`src/hw/tx_transport_pkg.sv`:
```
// Shared lane, slot and resolution constants for the JESD204 transmit transport RTL and testbench
package tx_transport_pkg;

   //////////////////////////////////////////////////
   // Lane geometry
   //////////////////////////////////////////////////

   localparam int NUM_LANES = 4;
   localparam int LANE_W    = 32;

   // Two samples per lane, one frame per cycle
   localparam int SLOTS     = 8;
   localparam int SLOT_W    = 16;

   //////////////////////////////////////////////////
   // Sample resolution
   //////////////////////////////////////////////////

   localparam int N_MIN     = 12;
   localparam int N_MAX     = 16;
   localparam int NUM_RES   = N_MAX - N_MIN + 1;

   // Bus widths
   localparam int DATAIN_W  = SLOTS * SLOT_W;
   localparam int LINK_W    = NUM_LANES * LANE_W;

   // CSR field widths
   localparam int CSR_N_W   = 5;
   localparam int CSR_L_W   = 5;

endpackage

```
`src/hw/csr_decode.sv`:
```
// Registers csr_n and csr_l into one-hot resolution selects and a lane power-down mask
`timescale 1ns/1ps

module csr_decode (
   input  logic                                   txframe_clk,
   input  logic                                   txframe_rst_n,
   input  logic [tx_transport_pkg::CSR_L_W-1:0]   csr_l,
   input  logic [tx_transport_pkg::CSR_N_W-1:0]   csr_n,
   output logic [tx_transport_pkg::NUM_RES-1:0]   n_sel,
   output logic [tx_transport_pkg::NUM_LANES-1:0] pdlane
);

   import tx_transport_pkg::*;

   logic [NUM_RES-1:0]   n_sel_next;
   logic [NUM_LANES-1:0] pdlane_next;

   //////////////////////////////////////////////////
   // Next-state decode
   //////////////////////////////////////////////////

   // csr_n holds N minus one, so flag r matches N_MIN + r
   always_comb
   begin
      for (int r = 0; r < NUM_RES; r++)
      begin
         n_sel_next[r] = (csr_n == CSR_N_W'(N_MIN - 1 + r));
      end
   end

   // Lanes above csr_l are powered down
   always_comb
   begin
      for (int i = 0; i < NUM_LANES; i++)
      begin
         pdlane_next[i] = (CSR_L_W'(i) > csr_l);
      end
   end

   //////////////////////////////////////////////////
   // Registered outputs
   //////////////////////////////////////////////////

   always_ff @(posedge txframe_clk)
   begin
      if (!txframe_rst_n)
      begin
         n_sel  <= '0;
         pdlane <= '0;
      end
      else
      begin
         n_sel  <= n_sel_next;
         pdlane <= pdlane_next;
      end
   end

endmodule

```
`src/hw/lane_mapper.sv`:
```
// Maps slot pairs onto 32-bit lane words and blanks powered-down lanes or not-ready cycles
`timescale 1ns/1ps

module lane_mapper (
   input  logic [tx_transport_pkg::DATAIN_W-1:0]  slot_bus,
   input  logic [tx_transport_pkg::NUM_LANES-1:0] pdlane,
   input  logic                                   ready_d1,
   output logic [tx_transport_pkg::LINK_W-1:0]    lane_bus
);

   import tx_transport_pkg::*;

   logic [LINK_W-1:0] lane_raw;

   //////////////////////////////////////////////////
   // F=4 octet mapping
   //////////////////////////////////////////////////

   // Lane i gets slot 2i in the upper half, slot 2i+1 in the lower
   for (genvar i = 0; i < NUM_LANES; i++)
   begin : g_lane
      assign lane_raw[i*LANE_W +: LANE_W] = {slot_bus[(2*i)*SLOT_W +: SLOT_W],
                                             slot_bus[(2*i+1)*SLOT_W +: SLOT_W]};
   end

   // Unused lanes send zeros, as does everything before ready
   always_comb
   begin
      for (int i = 0; i < NUM_LANES; i++)
      begin
         if (pdlane[i] || !ready_d1)
         begin
            lane_bus[i*LANE_W +: LANE_W] = '0;
         end
         else
         begin
            lane_bus[i*LANE_W +: LANE_W] = lane_raw[i*LANE_W +: LANE_W];
         end
      end
   end

endmodule

```
`src/hw/link_output.sv`:
```
// Registers lane data toward the link layer, delays valid and raises the missing-data error flag
`timescale 1ns/1ps

module link_output (
   input  logic                                txframe_clk,
   input  logic                                txframe_rst_n,
   input  logic [tx_transport_pkg::LINK_W-1:0] lane_bus,
   input  logic                                jesd_tx_data_valid,
   input  logic                                ready_d1,
   output logic [tx_transport_pkg::LINK_W-1:0] tprt_link_txdata,
   output logic                                tprt_link_txdata_valid,
   output logic                                tprt_link_txdata_error
);

   import tx_transport_pkg::*;

   logic valid_d1;
   logic data_missing;

   // Link asks for data but the application has none
   assign data_missing = ready_d1 && !jesd_tx_data_valid;

   //////////////////////////////////////////////////
   // Output registers
   //////////////////////////////////////////////////

   always_ff @(posedge txframe_clk)
   begin
      if (!txframe_rst_n)
      begin
         tprt_link_txdata <= '0;
      end
      else
      begin
         tprt_link_txdata <= lane_bus;
      end
   end

   // Valid lags the application by two cycles
   always_ff @(posedge txframe_clk)
   begin
      if (!txframe_rst_n)
      begin
         valid_d1               <= 1'b0;
         tprt_link_txdata_valid <= 1'b0;
      end
      else
      begin
         valid_d1               <= jesd_tx_data_valid;
         tprt_link_txdata_valid <= valid_d1;
      end
   end

   // No stall here, the link only hears about the gap
   always_ff @(posedge txframe_clk)
   begin
      if (!txframe_rst_n)
      begin
         tprt_link_txdata_error <= 1'b0;
      end
      else
      begin
         tprt_link_txdata_error <= data_missing;
      end
   end

endmodule

```
`src/hw/sample_packer.sv`:
```
// Packs N-bit converter samples into the top of 16-bit slots for the resolution selected by n_sel
`timescale 1ns/1ps

module sample_packer (
   input  logic [tx_transport_pkg::DATAIN_W-1:0] jesd_tx_datain,
   input  logic [tx_transport_pkg::NUM_RES-1:0]  n_sel,
   output logic [tx_transport_pkg::DATAIN_W-1:0] slot_bus
);

   import tx_transport_pkg::*;

   // One packed frame per supported resolution
   logic [DATAIN_W-1:0] build [NUM_RES];

   //////////////////////////////////////////////////
   // Tail-bit padding per resolution
   //////////////////////////////////////////////////

   for (genvar r = 0; r < NUM_RES; r++)
   begin : g_res
      localparam int N = N_MIN + r;

      for (genvar s = 0; s < SLOTS; s++)
      begin : g_slot
         if (N == SLOT_W)
         begin : g_full
            // Full-width samples already fill the slot
            assign build[r][s*SLOT_W +: SLOT_W] = jesd_tx_datain[s*N +: N];
         end
         else
         begin : g_pad
            assign build[r][s*SLOT_W +: SLOT_W] =
               {jesd_tx_datain[s*N +: N], {(SLOT_W-N){1'b0}}};
         end
      end
   end

   // At most one select is set, none gives zero
   always_comb
   begin
      slot_bus = '0;
      for (int r = 0; r < NUM_RES; r++)
      begin
         slot_bus = slot_bus | (build[r] & {DATAIN_W{n_sel[r]}});
      end
   end

endmodule

```
`src/hw/tx_transport_top.sv`:
```
// Top level of the JESD204 transmit transport layer, chaining CSR decode, packing, mapping and output
`timescale 1ns/1ps

module tx_transport_top (
   input  logic                                  txframe_clk,
   input  logic                                  txframe_rst_n,
   input  logic [tx_transport_pkg::DATAIN_W-1:0] jesd_tx_datain,
   input  logic                                  jesd_tx_data_valid,
   input  logic                                  link_tprt_early_txdata_ready,
   input  logic [tx_transport_pkg::CSR_L_W-1:0]  csr_l,
   input  logic [tx_transport_pkg::CSR_N_W-1:0]  csr_n,
   output logic                                  jesd_tx_data_ready,
   output logic [tx_transport_pkg::LINK_W-1:0]   tprt_link_txdata,
   output logic                                  tprt_link_txdata_valid,
   output logic                                  tprt_link_txdata_error
);

   logic                                   ready_d1;
   logic [tx_transport_pkg::NUM_RES-1:0]   n_sel;
   logic [tx_transport_pkg::NUM_LANES-1:0] pdlane;
   logic [tx_transport_pkg::DATAIN_W-1:0]  slot_bus;
   logic [tx_transport_pkg::LINK_W-1:0]    lane_bus;

   //////////////////////////////////////////////////
   // Ready echo, shared by mapper and output stage
   //////////////////////////////////////////////////

   always_ff @(posedge txframe_clk)
   begin
      if (!txframe_rst_n)
      begin
         ready_d1 <= 1'b0;
      end
      else
      begin
         ready_d1 <= link_tprt_early_txdata_ready;
      end
   end

   assign jesd_tx_data_ready = ready_d1;

   //////////////////////////////////////////////////
   // Pipeline stages
   //////////////////////////////////////////////////

   csr_decode u_csr_decode (
      .txframe_clk   (txframe_clk),
      .txframe_rst_n (txframe_rst_n),
      .csr_l         (csr_l),
      .csr_n         (csr_n),
      .n_sel         (n_sel),
      .pdlane        (pdlane)
   );

   sample_packer u_sample_packer (
      .jesd_tx_datain (jesd_tx_datain),
      .n_sel          (n_sel),
      .slot_bus       (slot_bus)
   );

   lane_mapper u_lane_mapper (
      .slot_bus (slot_bus),
      .pdlane   (pdlane),
      .ready_d1 (ready_d1),
      .lane_bus (lane_bus)
   );

   link_output u_link_output (
      .txframe_clk            (txframe_clk),
      .txframe_rst_n          (txframe_rst_n),
      .lane_bus               (lane_bus),
      .jesd_tx_data_valid     (jesd_tx_data_valid),
      .ready_d1               (ready_d1),
      .tprt_link_txdata       (tprt_link_txdata),
      .tprt_link_txdata_valid (tprt_link_txdata_valid),
      .tprt_link_txdata_error (tprt_link_txdata_error)
   );

endmodule

```
`config.mk`:
```
export PLATFORM = sky130hd
export DESIGN_NAME = tx_transport_top
export DESIGN_NICKNAME = d
export VERILOG_FILES = /design/src/hw/tx_transport_pkg.sv /design/src/hw/csr_decode.sv /design/src/hw/lane_mapper.sv /design/src/hw/link_output.sv /design/src/hw/sample_packer.sv /design/src/hw/tx_transport_top.sv
export SDC_FILE = /design/constraint.sdc
export NUM_CORES = 1
export LEC_CHECK = 0
export ABC_AREA = 1
export BUFFER_PORTS_ARGS = -buffer_cell sky130_fd_sc_hd__buf_2
export CORE_ASPECT_RATIO = 0.5
export CORE_MARGIN = 2
export CORE_UTILIZATION = 30
export CTS_CLUSTER_DIAMETER = 150
export CTS_CLUSTER_SIZE = 40
export DETAILED_ROUTE_END_ITERATION = 8
export PLACE_DENSITY = 0.6
export SETUP_SLACK_MARGIN = 0.02
export SLEW_MARGIN = 20
export SYNTH_ARGS = -nofsm -noshare
export SYNTH_HDL_FRONTEND = slang
export SYNTH_HIERARCHICAL = 1
export SYNTH_SLANG_ARGS = --single-unit
```
`constraint.sdc`:
```
create_clock -name txframe_clk -period 1.6 [get_ports txframe_clk]
set_input_delay 0.16 -clock txframe_clk [delete_from_list [all_inputs] [get_ports txframe_clk]]
set_output_delay 0.16 -clock txframe_clk [all_outputs]
set_load 0.03 [all_outputs]
```
* After elaboration in Yosys (flattened, before gate mapping) *
Index checks and enable logic that the tools add are counted.

word-level totals
  register bits after elaboration = 141
  bits in latches = 0
  memory bits (writable) = 0
  bits in read-only memories = 0
  input port bits = 142
  output and inout port bits = 131
  word-level logic and storage cells = 40
  memories = 0

cells by class
  add/sub/neg operators = 0
  $mul = 0
  div/mod/pow operators = 0
  $lt $le $gt $ge = 4
  equal/unequal tests = 5
  shift operators = 0
  mux-type cells = 0
  bitwise gates (word level) = 10
  reduce and logical (&&, ||, !) cells = 11

operators by type and width
  cell                                                number
  bitwise AND 128 bit                                 5
  OR 128 bit                                          4
  == test 5 x 4 -> 1 bit (second input constant)      5
  > comparator 1 x 5 -> 1 bit (first input constant)  2
  > comparator 2 x 5 -> 1 bit (first input constant)  2
  OR reduction 2 bit                                  4
  logical OR 1 bit                                    4
  zero test 1 bit                                     2
  logical AND 1 bit                                   1
  NOT 1 bit                                           1

* Logic depth before layout (Yosys ltp) *
Gate-level depths: netlist of run 1.

  depth after elaboration = 5
  mapped depth = 11
  depth with buffers taken out = 8

* Modules after synthesis *
The synthesis of run 1 kept the hierarchy.

modules (own cells, without submodules)
  module            times used  cells each  area each (um2)
  sample_packer     1           1230        4784.6
  link_output       1           408         3772.4
  lane_mapper       1           276         1051.0
  csr_decode        1           37          295.3
  tx_transport_top  1           3           27.5

* Least setup slack after synthesis of run 1 *
OpenSTA, ideal clock, no wires.

  path type = register -> register
  start = register ready_d1, in the netlist jesd_tx_data_ready
  end = register u_link_output/tprt_link_txdata[43] in the netlist's numbering
  library setup time = 54 ps
  arrival time = 1096 ps
  slack = 450 ps
  cell stages (with the launch flop) = 6
  path buffers = 1
  path through = dfxtp_1 nand2_1 buf_2 nor2_1 nand2_2 inv_2

between the ends
  word-level cells in the longest chain between the ends = 3

ends and longest elaborated chain
  what                          line                    RTL
  start, declared               tx_transport_top.sv:18  logic ready_d1;
  start signal, assigned        tx_transport_top.sv:36  ready_d1 <= link_tprt_early_txdata_ready;
  zero test 1 bit               lane_mapper.sv:31       if (pdlane[i] || !ready_d1)
  logical OR 1 bit              lane_mapper.sv:31
  OR reduction 2 bit (no line)  n/a
  end signal, assigned          link_output.sv:35       tprt_link_txdata <= lane_bus;
  end, declared                 link_output.sv:10       output logic [tx_transport_pkg::LINK_W-1:0] tprt_link_txdata,

No other way between the ends.
A chain may end at the register's enable or synchronous reset.

* Worst setup path in the final report of run 1 *
  start = register u_csr_decode/n_sel[1] in the netlist's numbering
  end = register u_link_output/tprt_link_txdata[91] in the netlist's numbering

between the ends
  word-level cells in the longest chain between the ends = 5

ends and longest elaborated chain
  what                          line                    RTL
  start, declared               csr_decode.sv:9         output logic [tx_transport_pkg::NUM_RES-1:0] n_sel,
  start signal, assigned        csr_decode.sv:53        n_sel <= n_sel_next;
  bitwise AND 128 bit           sample_packer.sv:44     slot_bus = slot_bus | (build[r] & {DATAIN_W{n_sel[r]}});
  OR 128 bit (4 in a row)       sample_packer.sv:44
  named net slot_bus (one bit)  tx_transport_top.sv:21  logic [tx_transport_pkg::DATAIN_W-1:0] slot_bus;

The timed path passes the listed nets, and every way through them passes these cells.

==> results of run 1 <==
## sequential cells by signal (all words and copies together) (netlist names)
register and flops:
u_link_output/valid_d1 1, jesd_tx_data_ready 1, u_link_output/tprt_link_txdata 128, u_link_output/tprt_link_txdata_valid 1
u_link_output/tprt_link_txdata_error 1, u_csr_decode/n_sel 5, u_csr_decode/pdlane 4
## synth_stat cells
| cell | instances |
|---|---|
| sky130_fd_sc_hd__buf_1 | 1 |
| sky130_fd_sc_hd__buf_2 | 64 |
| sky130_fd_sc_hd__buf_4 | 5 |
| sky130_fd_sc_hd__buf_6 | 17 |
| sky130_fd_sc_hd__buf_8 | 1 |
| sky130_fd_sc_hd__clkbuf_1 | 1 |
| sky130_fd_sc_hd__clkinv_1 | 4 |
| sky130_fd_sc_hd__conb_1 | 1 |
| sky130_fd_sc_hd__dfxtp_1 | 141 |
| sky130_fd_sc_hd__inv_1 | 376 |
| sky130_fd_sc_hd__inv_2 | 88 |
| sky130_fd_sc_hd__nand2_1 | 990 |
| sky130_fd_sc_hd__nand2_2 | 10 |
| sky130_fd_sc_hd__nand3_1 | 9 |
| sky130_fd_sc_hd__nand3b_1 | 1 |
| sky130_fd_sc_hd__nand4_1 | 9 |
| sky130_fd_sc_hd__nor2_1 | 235 |
| sky130_fd_sc_hd__or2_1 | 1 |
## power groups by stage
stage / sequential [µW] / clock, µW / combinational [µW]
5_1_grt: 3540 / 4220 / 969
6_report: 3540 / 3970 / 883
3_3_place_gp: 3620 / 0 / 858
4_1_cts: 3540 / 4100 / 882
2_1_floorplan: 3650 / 0 / 332
3_5_place_dp: 3620 / 0 / 857
## cell type report
cell class / count / area, µm²
Antenna cell: 4 / 10.0
Clock buffer: 19 / 464
Clock inverter: 13 / 115
Fill cell: 3786 / 20300
Inverter: 468 / 1760
Multi-Input combinational cell: 1256 / 4780
Sequential cell: 141 / 2840
Tap cell: 441 / 552
Timing Repair Buffer: 318 / 1970
## metal layers
metal,track usage,vias to the layer above,share of wire
li1,-,5856,-
met1,0.258,4878,0.46
met2,0.329,246,0.48
met3,0.0337,34,0.047
met4,0.0600,0,0.016
met5,0,-,0
## through the flow
step                      utilization  total power, µW  cell area [µm²]  hold slack, ns
after floorplan                     -             3980             9930           0.232
after global placement          0.358             4480            11800           0.338
after detailed placement        0.358             4480            11800           0.341
after CTS                       0.380             8520            12500          0.0645
after global routing            0.381             8730            12500           0.101
final                           0.381             8390            12500          0.0988
## worst paths after layout
path              cells after the start                         startpoint                                         endpoint
setup / recovery                      9   u_csr_decode/n_sel[1]$_SDFF_PN0_    u_link_output/tprt_link_txdata[91]$_SDFF_PN0_
hold reg to reg                       2  u_link_output/valid_d1$_SDFF_PN0_  u_link_output/tprt_link_txdata_valid$_SDFF_PN0_
hold / removal                        7                jesd_tx_datain[112]    u_link_output/tprt_link_txdata[96]$_SDFF_PN0_
setup reg to reg                      9   u_csr_decode/n_sel[1]$_SDFF_PN0_    u_link_output/tprt_link_txdata[91]$_SDFF_PN0_
## worst max-delay path, stage by stage (launching register included)
cell,delay [ns]
sky130_fd_sc_hd__dfxtp_4,0.51
sky130_fd_sc_hd__buf_12,0.25
sky130_fd_sc_hd__nand2_1,0.09
sky130_fd_sc_hd__nand2_1,0.08
sky130_fd_sc_hd__nor2_1,0.04
sky130_fd_sc_hd__nand2_1,0.05
sky130_fd_sc_hd__inv_1,0.04
sky130_fd_sc_hd__nor2_1,0.12
sky130_fd_sc_hd__nand2_1,0.08
sky130_fd_sc_hd__inv_1,0.05
## cells by family (layout without fill, tap and decap cells)
family,count (synthesis),count (layout)
AND/OR/NAND/NOR,1255,1255
buffers and inverters,557,818
flip-flops,141,141
other,1,5
## what timing repair did
item | CTS | global route
endpoints found under the hold margin | 10 | 0
endpoints found under the setup margin | 0 | 1
hold buffers | 14 | 0
setup buffers | 0 | 1
==> reports/metrics.cfg, run 1 <==
[place]
buffer_ports.inserted=272
numPlacedInstances=2609
hpwl_reported_at_the_end_of_detailed_placement_um=24600
gp_routability_congestion=0.868
dp_slack_ns=0.173

[grt]
grt_antenna_before_repair=4
grt_pass1_vias=9781
global_route_wire_length_before_repair_um=53700
grt_max_degree=48
globalRoute.totalOverflow=0
grtUsageTotal=0.197

[power_and_ir_drop]
power.share.switching=0.277
power_switching_uw=2320
power.share.sequential=0.422
leak_pwr_uw=0.00810
worst_ir_drop_vdd_v=0.000681
pwr_density_cell_nw_per_um2=672
power_share_of_the_clock_group=0.473
combinationalPowerShare=0.105
power_report.internal_total_uw=6070

[sta]
max_freq_ghz=0.733
slew_violations=0
rsz0062_at_grt=no
fin_ws_ns=0.236
fin_skew_ns=0.00745
final.min_clock_period_ns=1.36
report.final.setup_viol=0
setup_tns_ns=0
period_share=0.852
hold_violations=0

[logic_synthesis]
yosys_warnings=6
synth_compound_gate_area_share=0
synthXorXnorAreaFrac=0
synth.top_cells.by_area=sky130_fd_sc_hd__nand2_1 (37%), sky130_fd_sc_hd__dfxtp_1 (28%), sky130_fd_sc_hd__inv_1 (14%), sky130_fd_sc_hd__nor2_1 (8.9%), sky130_fd_sc_hd__inv_2 (3.3%)
cells_after_synth=1954
synthAdderAreaFrac=0
synth.lib_cells_used.distinct=18
combinational_family_with_the_most_area_after_synthesis=simple AND/OR/NAND/NOR gates
synth_top_area_cell=sky130_fd_sc_hd__nand2_1
fraction_of_post_synthesis_cell_area_in_the_top_cell_type_by_area=0.374
synth_area_um2=9930
synth_simple_gate_area_share=0.481
post_synth_mux_area_share=0
syn-num-nets=2096
number_of_flip_flops_and_latches_in_the_synthesized_netlist=141
synthesis.area_per_instance_um2=5.08
seq_area_frac_synth=0.284

[clocking]
worstSkewPairLatency_ns=0.45
cts-buffers-inserted=17
clk_pin_slew_worst_paths_ns=0.07
cts.path.max_buffers=2
cts_tree=yes
clock_sink_count=141
clk_root_buffer_cell=sky130_fd_sc_hd__clkbuf_16
cts_htree_levels=4
postCtsResizedCells=0

[finish]
final-instance-count-excl-fill=2660
layout.nets=2344
final_layout_size_suffix_gt1_frac=0.198
most-common-layout-cells=sky130_fd_sc_hd__nand2_1 (990), sky130_fd_sc_hd__inv_1 (376), sky130_fd_sc_hd__buf_2 (271), sky130_fd_sc_hd__nor2_1 (235), sky130_fd_sc_hd__dfxtp_1 (136)
most_common_cell_after_layout_fill_and_taps_aside=sky130_fd_sc_hd__nand2_1
syn2layout_area_growth_pct=25.8

[worst_setup_path]
path_max_fanout=39
regToRegSetupSlack_ns=0.24
timing.critical_path.arrival_ns=1.76
critical_path.endpoint_type=flip-flop
worst_ep_required_time_ns=1.99
critPathLaunchType=flip-flop
critical_path_class=reg2reg

[run]
drv_cap=0

[run_status]
outcome=finished, final reports clean

[route]
initialDrtViolationCount=963
drt_pre_antenna_iters=5
route.antenna.remaining_nets=0
post-route-drc-count=0
route.vias.total=11000
postRouteWirelength_um=34400
vias_per_cell=4.14
per_cell_routed_wire_length_um=12.9

[floorplanning]
floorplan.core_area_um2=32800
die_h_um=133
start_util=0.303
row_count=47
floorplan.die_area_um2=34700
top_level_ports=273
die_w_um=261

[min_path]
hold_class=in2reg

(Power assumes the default switching activity.)
==> run 2, diff against run 1 <==
RECOVER_POWER = 25   (was default)
==> reports/metrics.cfg, run 2 (synthesis gave the netlist of run 1 again) <==
[run]
drv_cap=0

[place]
buffer_ports.inserted=272
post_place_cell_area_um2=11800
numPlacedInstances=2609
hpwl_reported_at_the_end_of_detailed_placement_um=24600
gp_routability_congestion=0.868

[grt]
grt_max_degree=48
grt_pass1_vias=9781
grtUsageTotal=0.197
globalRoute.totalOverflow=0
global_route_wire_length_before_repair_um=53700
grt_antenna_before_repair=4

[worst_setup_path]
cp.buffers_inverters=1
worst_setup_path_startpoint=jesd_tx_data_ready$_SDFF_PN0_
max_stage_delay_ns=0.50
critical_path.endpoint_type=output pin
cp_top_family=flip-flops
critical_path_class=reg2out
critPathLaunchType=flip-flop
path_max_fanout=6
timing.critical_path.arrival_ns=1.20
slowest_stage=sky130_fd_sc_hd__dfxtp_1
timing.critical_path.cells=buf_2
crit-reg2reg-launch=u_csr_decode/n_sel[4]$_SDFF_PN0_
worst_ep_required_time_ns=1.44

[power_and_ir_drop]
power_share_of_the_clock_group=0.474
power.share.switching=0.277
worst_ir_drop_vdd_v=0.000681
pwr_density_cell_nw_per_um2=677
leak_pwr_uw=0.00783
power_switching_uw=2330
combinationalPowerShare=0.105
total_power_uw=8390
power.share.sequential=0.422
power_report.internal_total_uw=6070

[floorplanning]
floorplan.die_area_um2=34700
top_level_ports=273
row_count=47
die_h_um=133
floorplan.core_area_um2=32800
die_w_um=261
start_util=0.303

[clocking]
cts-buffers-inserted=17
clock_sink_count=141
cts_tree=yes
worstSkewPairLatency_ns=0.45
clk_root_buffer_cell=sky130_fd_sc_hd__clkbuf_16
cts_htree_levels=4
clk_pin_slew_worst_paths_ns=0.07
postCtsResizedCells=0
cts.path.max_buffers=2

[route]
initialDrtViolationCount=938
postRouteWirelength_um=34400
post-route-drc-count=0
route.antenna.remaining_nets=0
drt_pre_antenna_iters=6
vias_per_cell=4.15
route.vias.total=11000
per_cell_routed_wire_length_um=12.9

[finish]
syn2layout_area_growth_pct=24.9
final_core_util=0.378
largest_reg_flops=128
layout_cell_area_excl_fill_um2=12400
registers.top_by_ff_count=u_link_output/tprt_link_txdata
final_layout_size_suffix_gt1_frac=0.171
most_common_cell_after_layout_fill_and_taps_aside=sky130_fd_sc_hd__nand2_1
largest_registers=u_link_output/tprt_link_txdata x128, u_csr_decode/n_sel x5, u_csr_decode/pdlane x4
layout.nets=2344
final-instance-count-excl-fill=2660
most-common-layout-cells=sky130_fd_sc_hd__nand2_1 (990), sky130_fd_sc_hd__inv_1 (376), sky130_fd_sc_hd__nor2_1 (235), sky130_fd_sc_hd__buf_2 (211), sky130_fd_sc_hd__dfxtp_1 (136)

[sta]
period_share=0.851
fin_skew_ns=0.00750
slew_violations=0
report.final.setup_viol=0
hold_violations=0
rsz0062_at_grt=no
setup_tns_ns=0
tightestPinTransition_ns=0.895
slew_headroom=0.404
final.min_clock_period_ns=1.36
max_freq_ghz=0.734

[min_path]
min-delay-start=jesd_tx_datain[112]
hold_class=in2reg

[run_status]
outcome=finished, final reports clean

## run 2: cell count changes in the layout (fill, tap and decap cells not counted)
cell                       previous run  this run
sky130_fd_sc_hd__buf_2              271       211
sky130_fd_sc_hd__buf_12              18        17
sky130_fd_sc_hd__clkbuf_4             0         1
sky130_fd_sc_hd__buf_4               14        13
sky130_fd_sc_hd__clkbuf_1             0        60
sky130_fd_sc_hd__clkbuf_2             0         1
## run 2: per-stage QoR
step / hold WS, ns / setup slack [ns]
global route: 0.101 / 0.0510
detailed placement: 0.341 / 0.173
global placement: 0.338 / 0.162
floorplan: 0.232 / 0.450
CTS: 0.0645 / 0.166
finish: 0.0965 / 0.238
## run 2: final cells by class
| cell class | count | area [µm²] |
|---|---|---|
| fillers | 3817 | 20400 |
| multi-input cells | 1256 | 4780 |
| flip-flops and latches | 141 | 2840 |
| repair buffers | 318 | 1880 |
| inverters | 468 | 1760 |
| well taps | 441 | 552 |
| clock buffers | 19 | 464 |
| clock inverters | 13 | 115 |
| diodes | 4 | 10.0 |
## run 2: per-layer routing
metal	part of all wire	up-vias	GRT usage
met5	0	-	0
li1	-	5856	-
met1	0.46	4890	0.258
met2	0.48	251	0.329
met4	0.016	0	0.0600
met3	0.045	36	0.0337
## run 2: final timing paths
kind	endpoint	slack, ns	cells past startpoint
worst min-delay path	u_link_output/tprt_link_txdata[96]$_SDFF_PN0_	0.1	7
worst max-delay path	jesd_tx_data_ready	0.24	1
worst max register to register	u_link_output/tprt_link_txdata[76]$_SDFF_PN0_	0.24	9
worst min register to register	u_link_output/tprt_link_txdata_valid$_SDFF_PN0_	0.43	2
## run 2: what timing repair did
action,in CTS,in global routing
hold buffers,14,0
setup buffers,0,1
endpoints found under the setup margin,0,1
endpoints found under the hold margin,10,0
## run 2: power by group through the flow
stage | sequential [µW] | clock (µW) | combinational [µW]
2_1_floorplan | 3650 | 0 | 332
3_3_place_gp | 3620 | 0 | 858
3_5_place_dp | 3620 | 0 | 857
4_1_cts | 3540 | 4100 | 882
5_1_grt | 3540 | 4220 | 962
6_report | 3540 | 3970 | 878
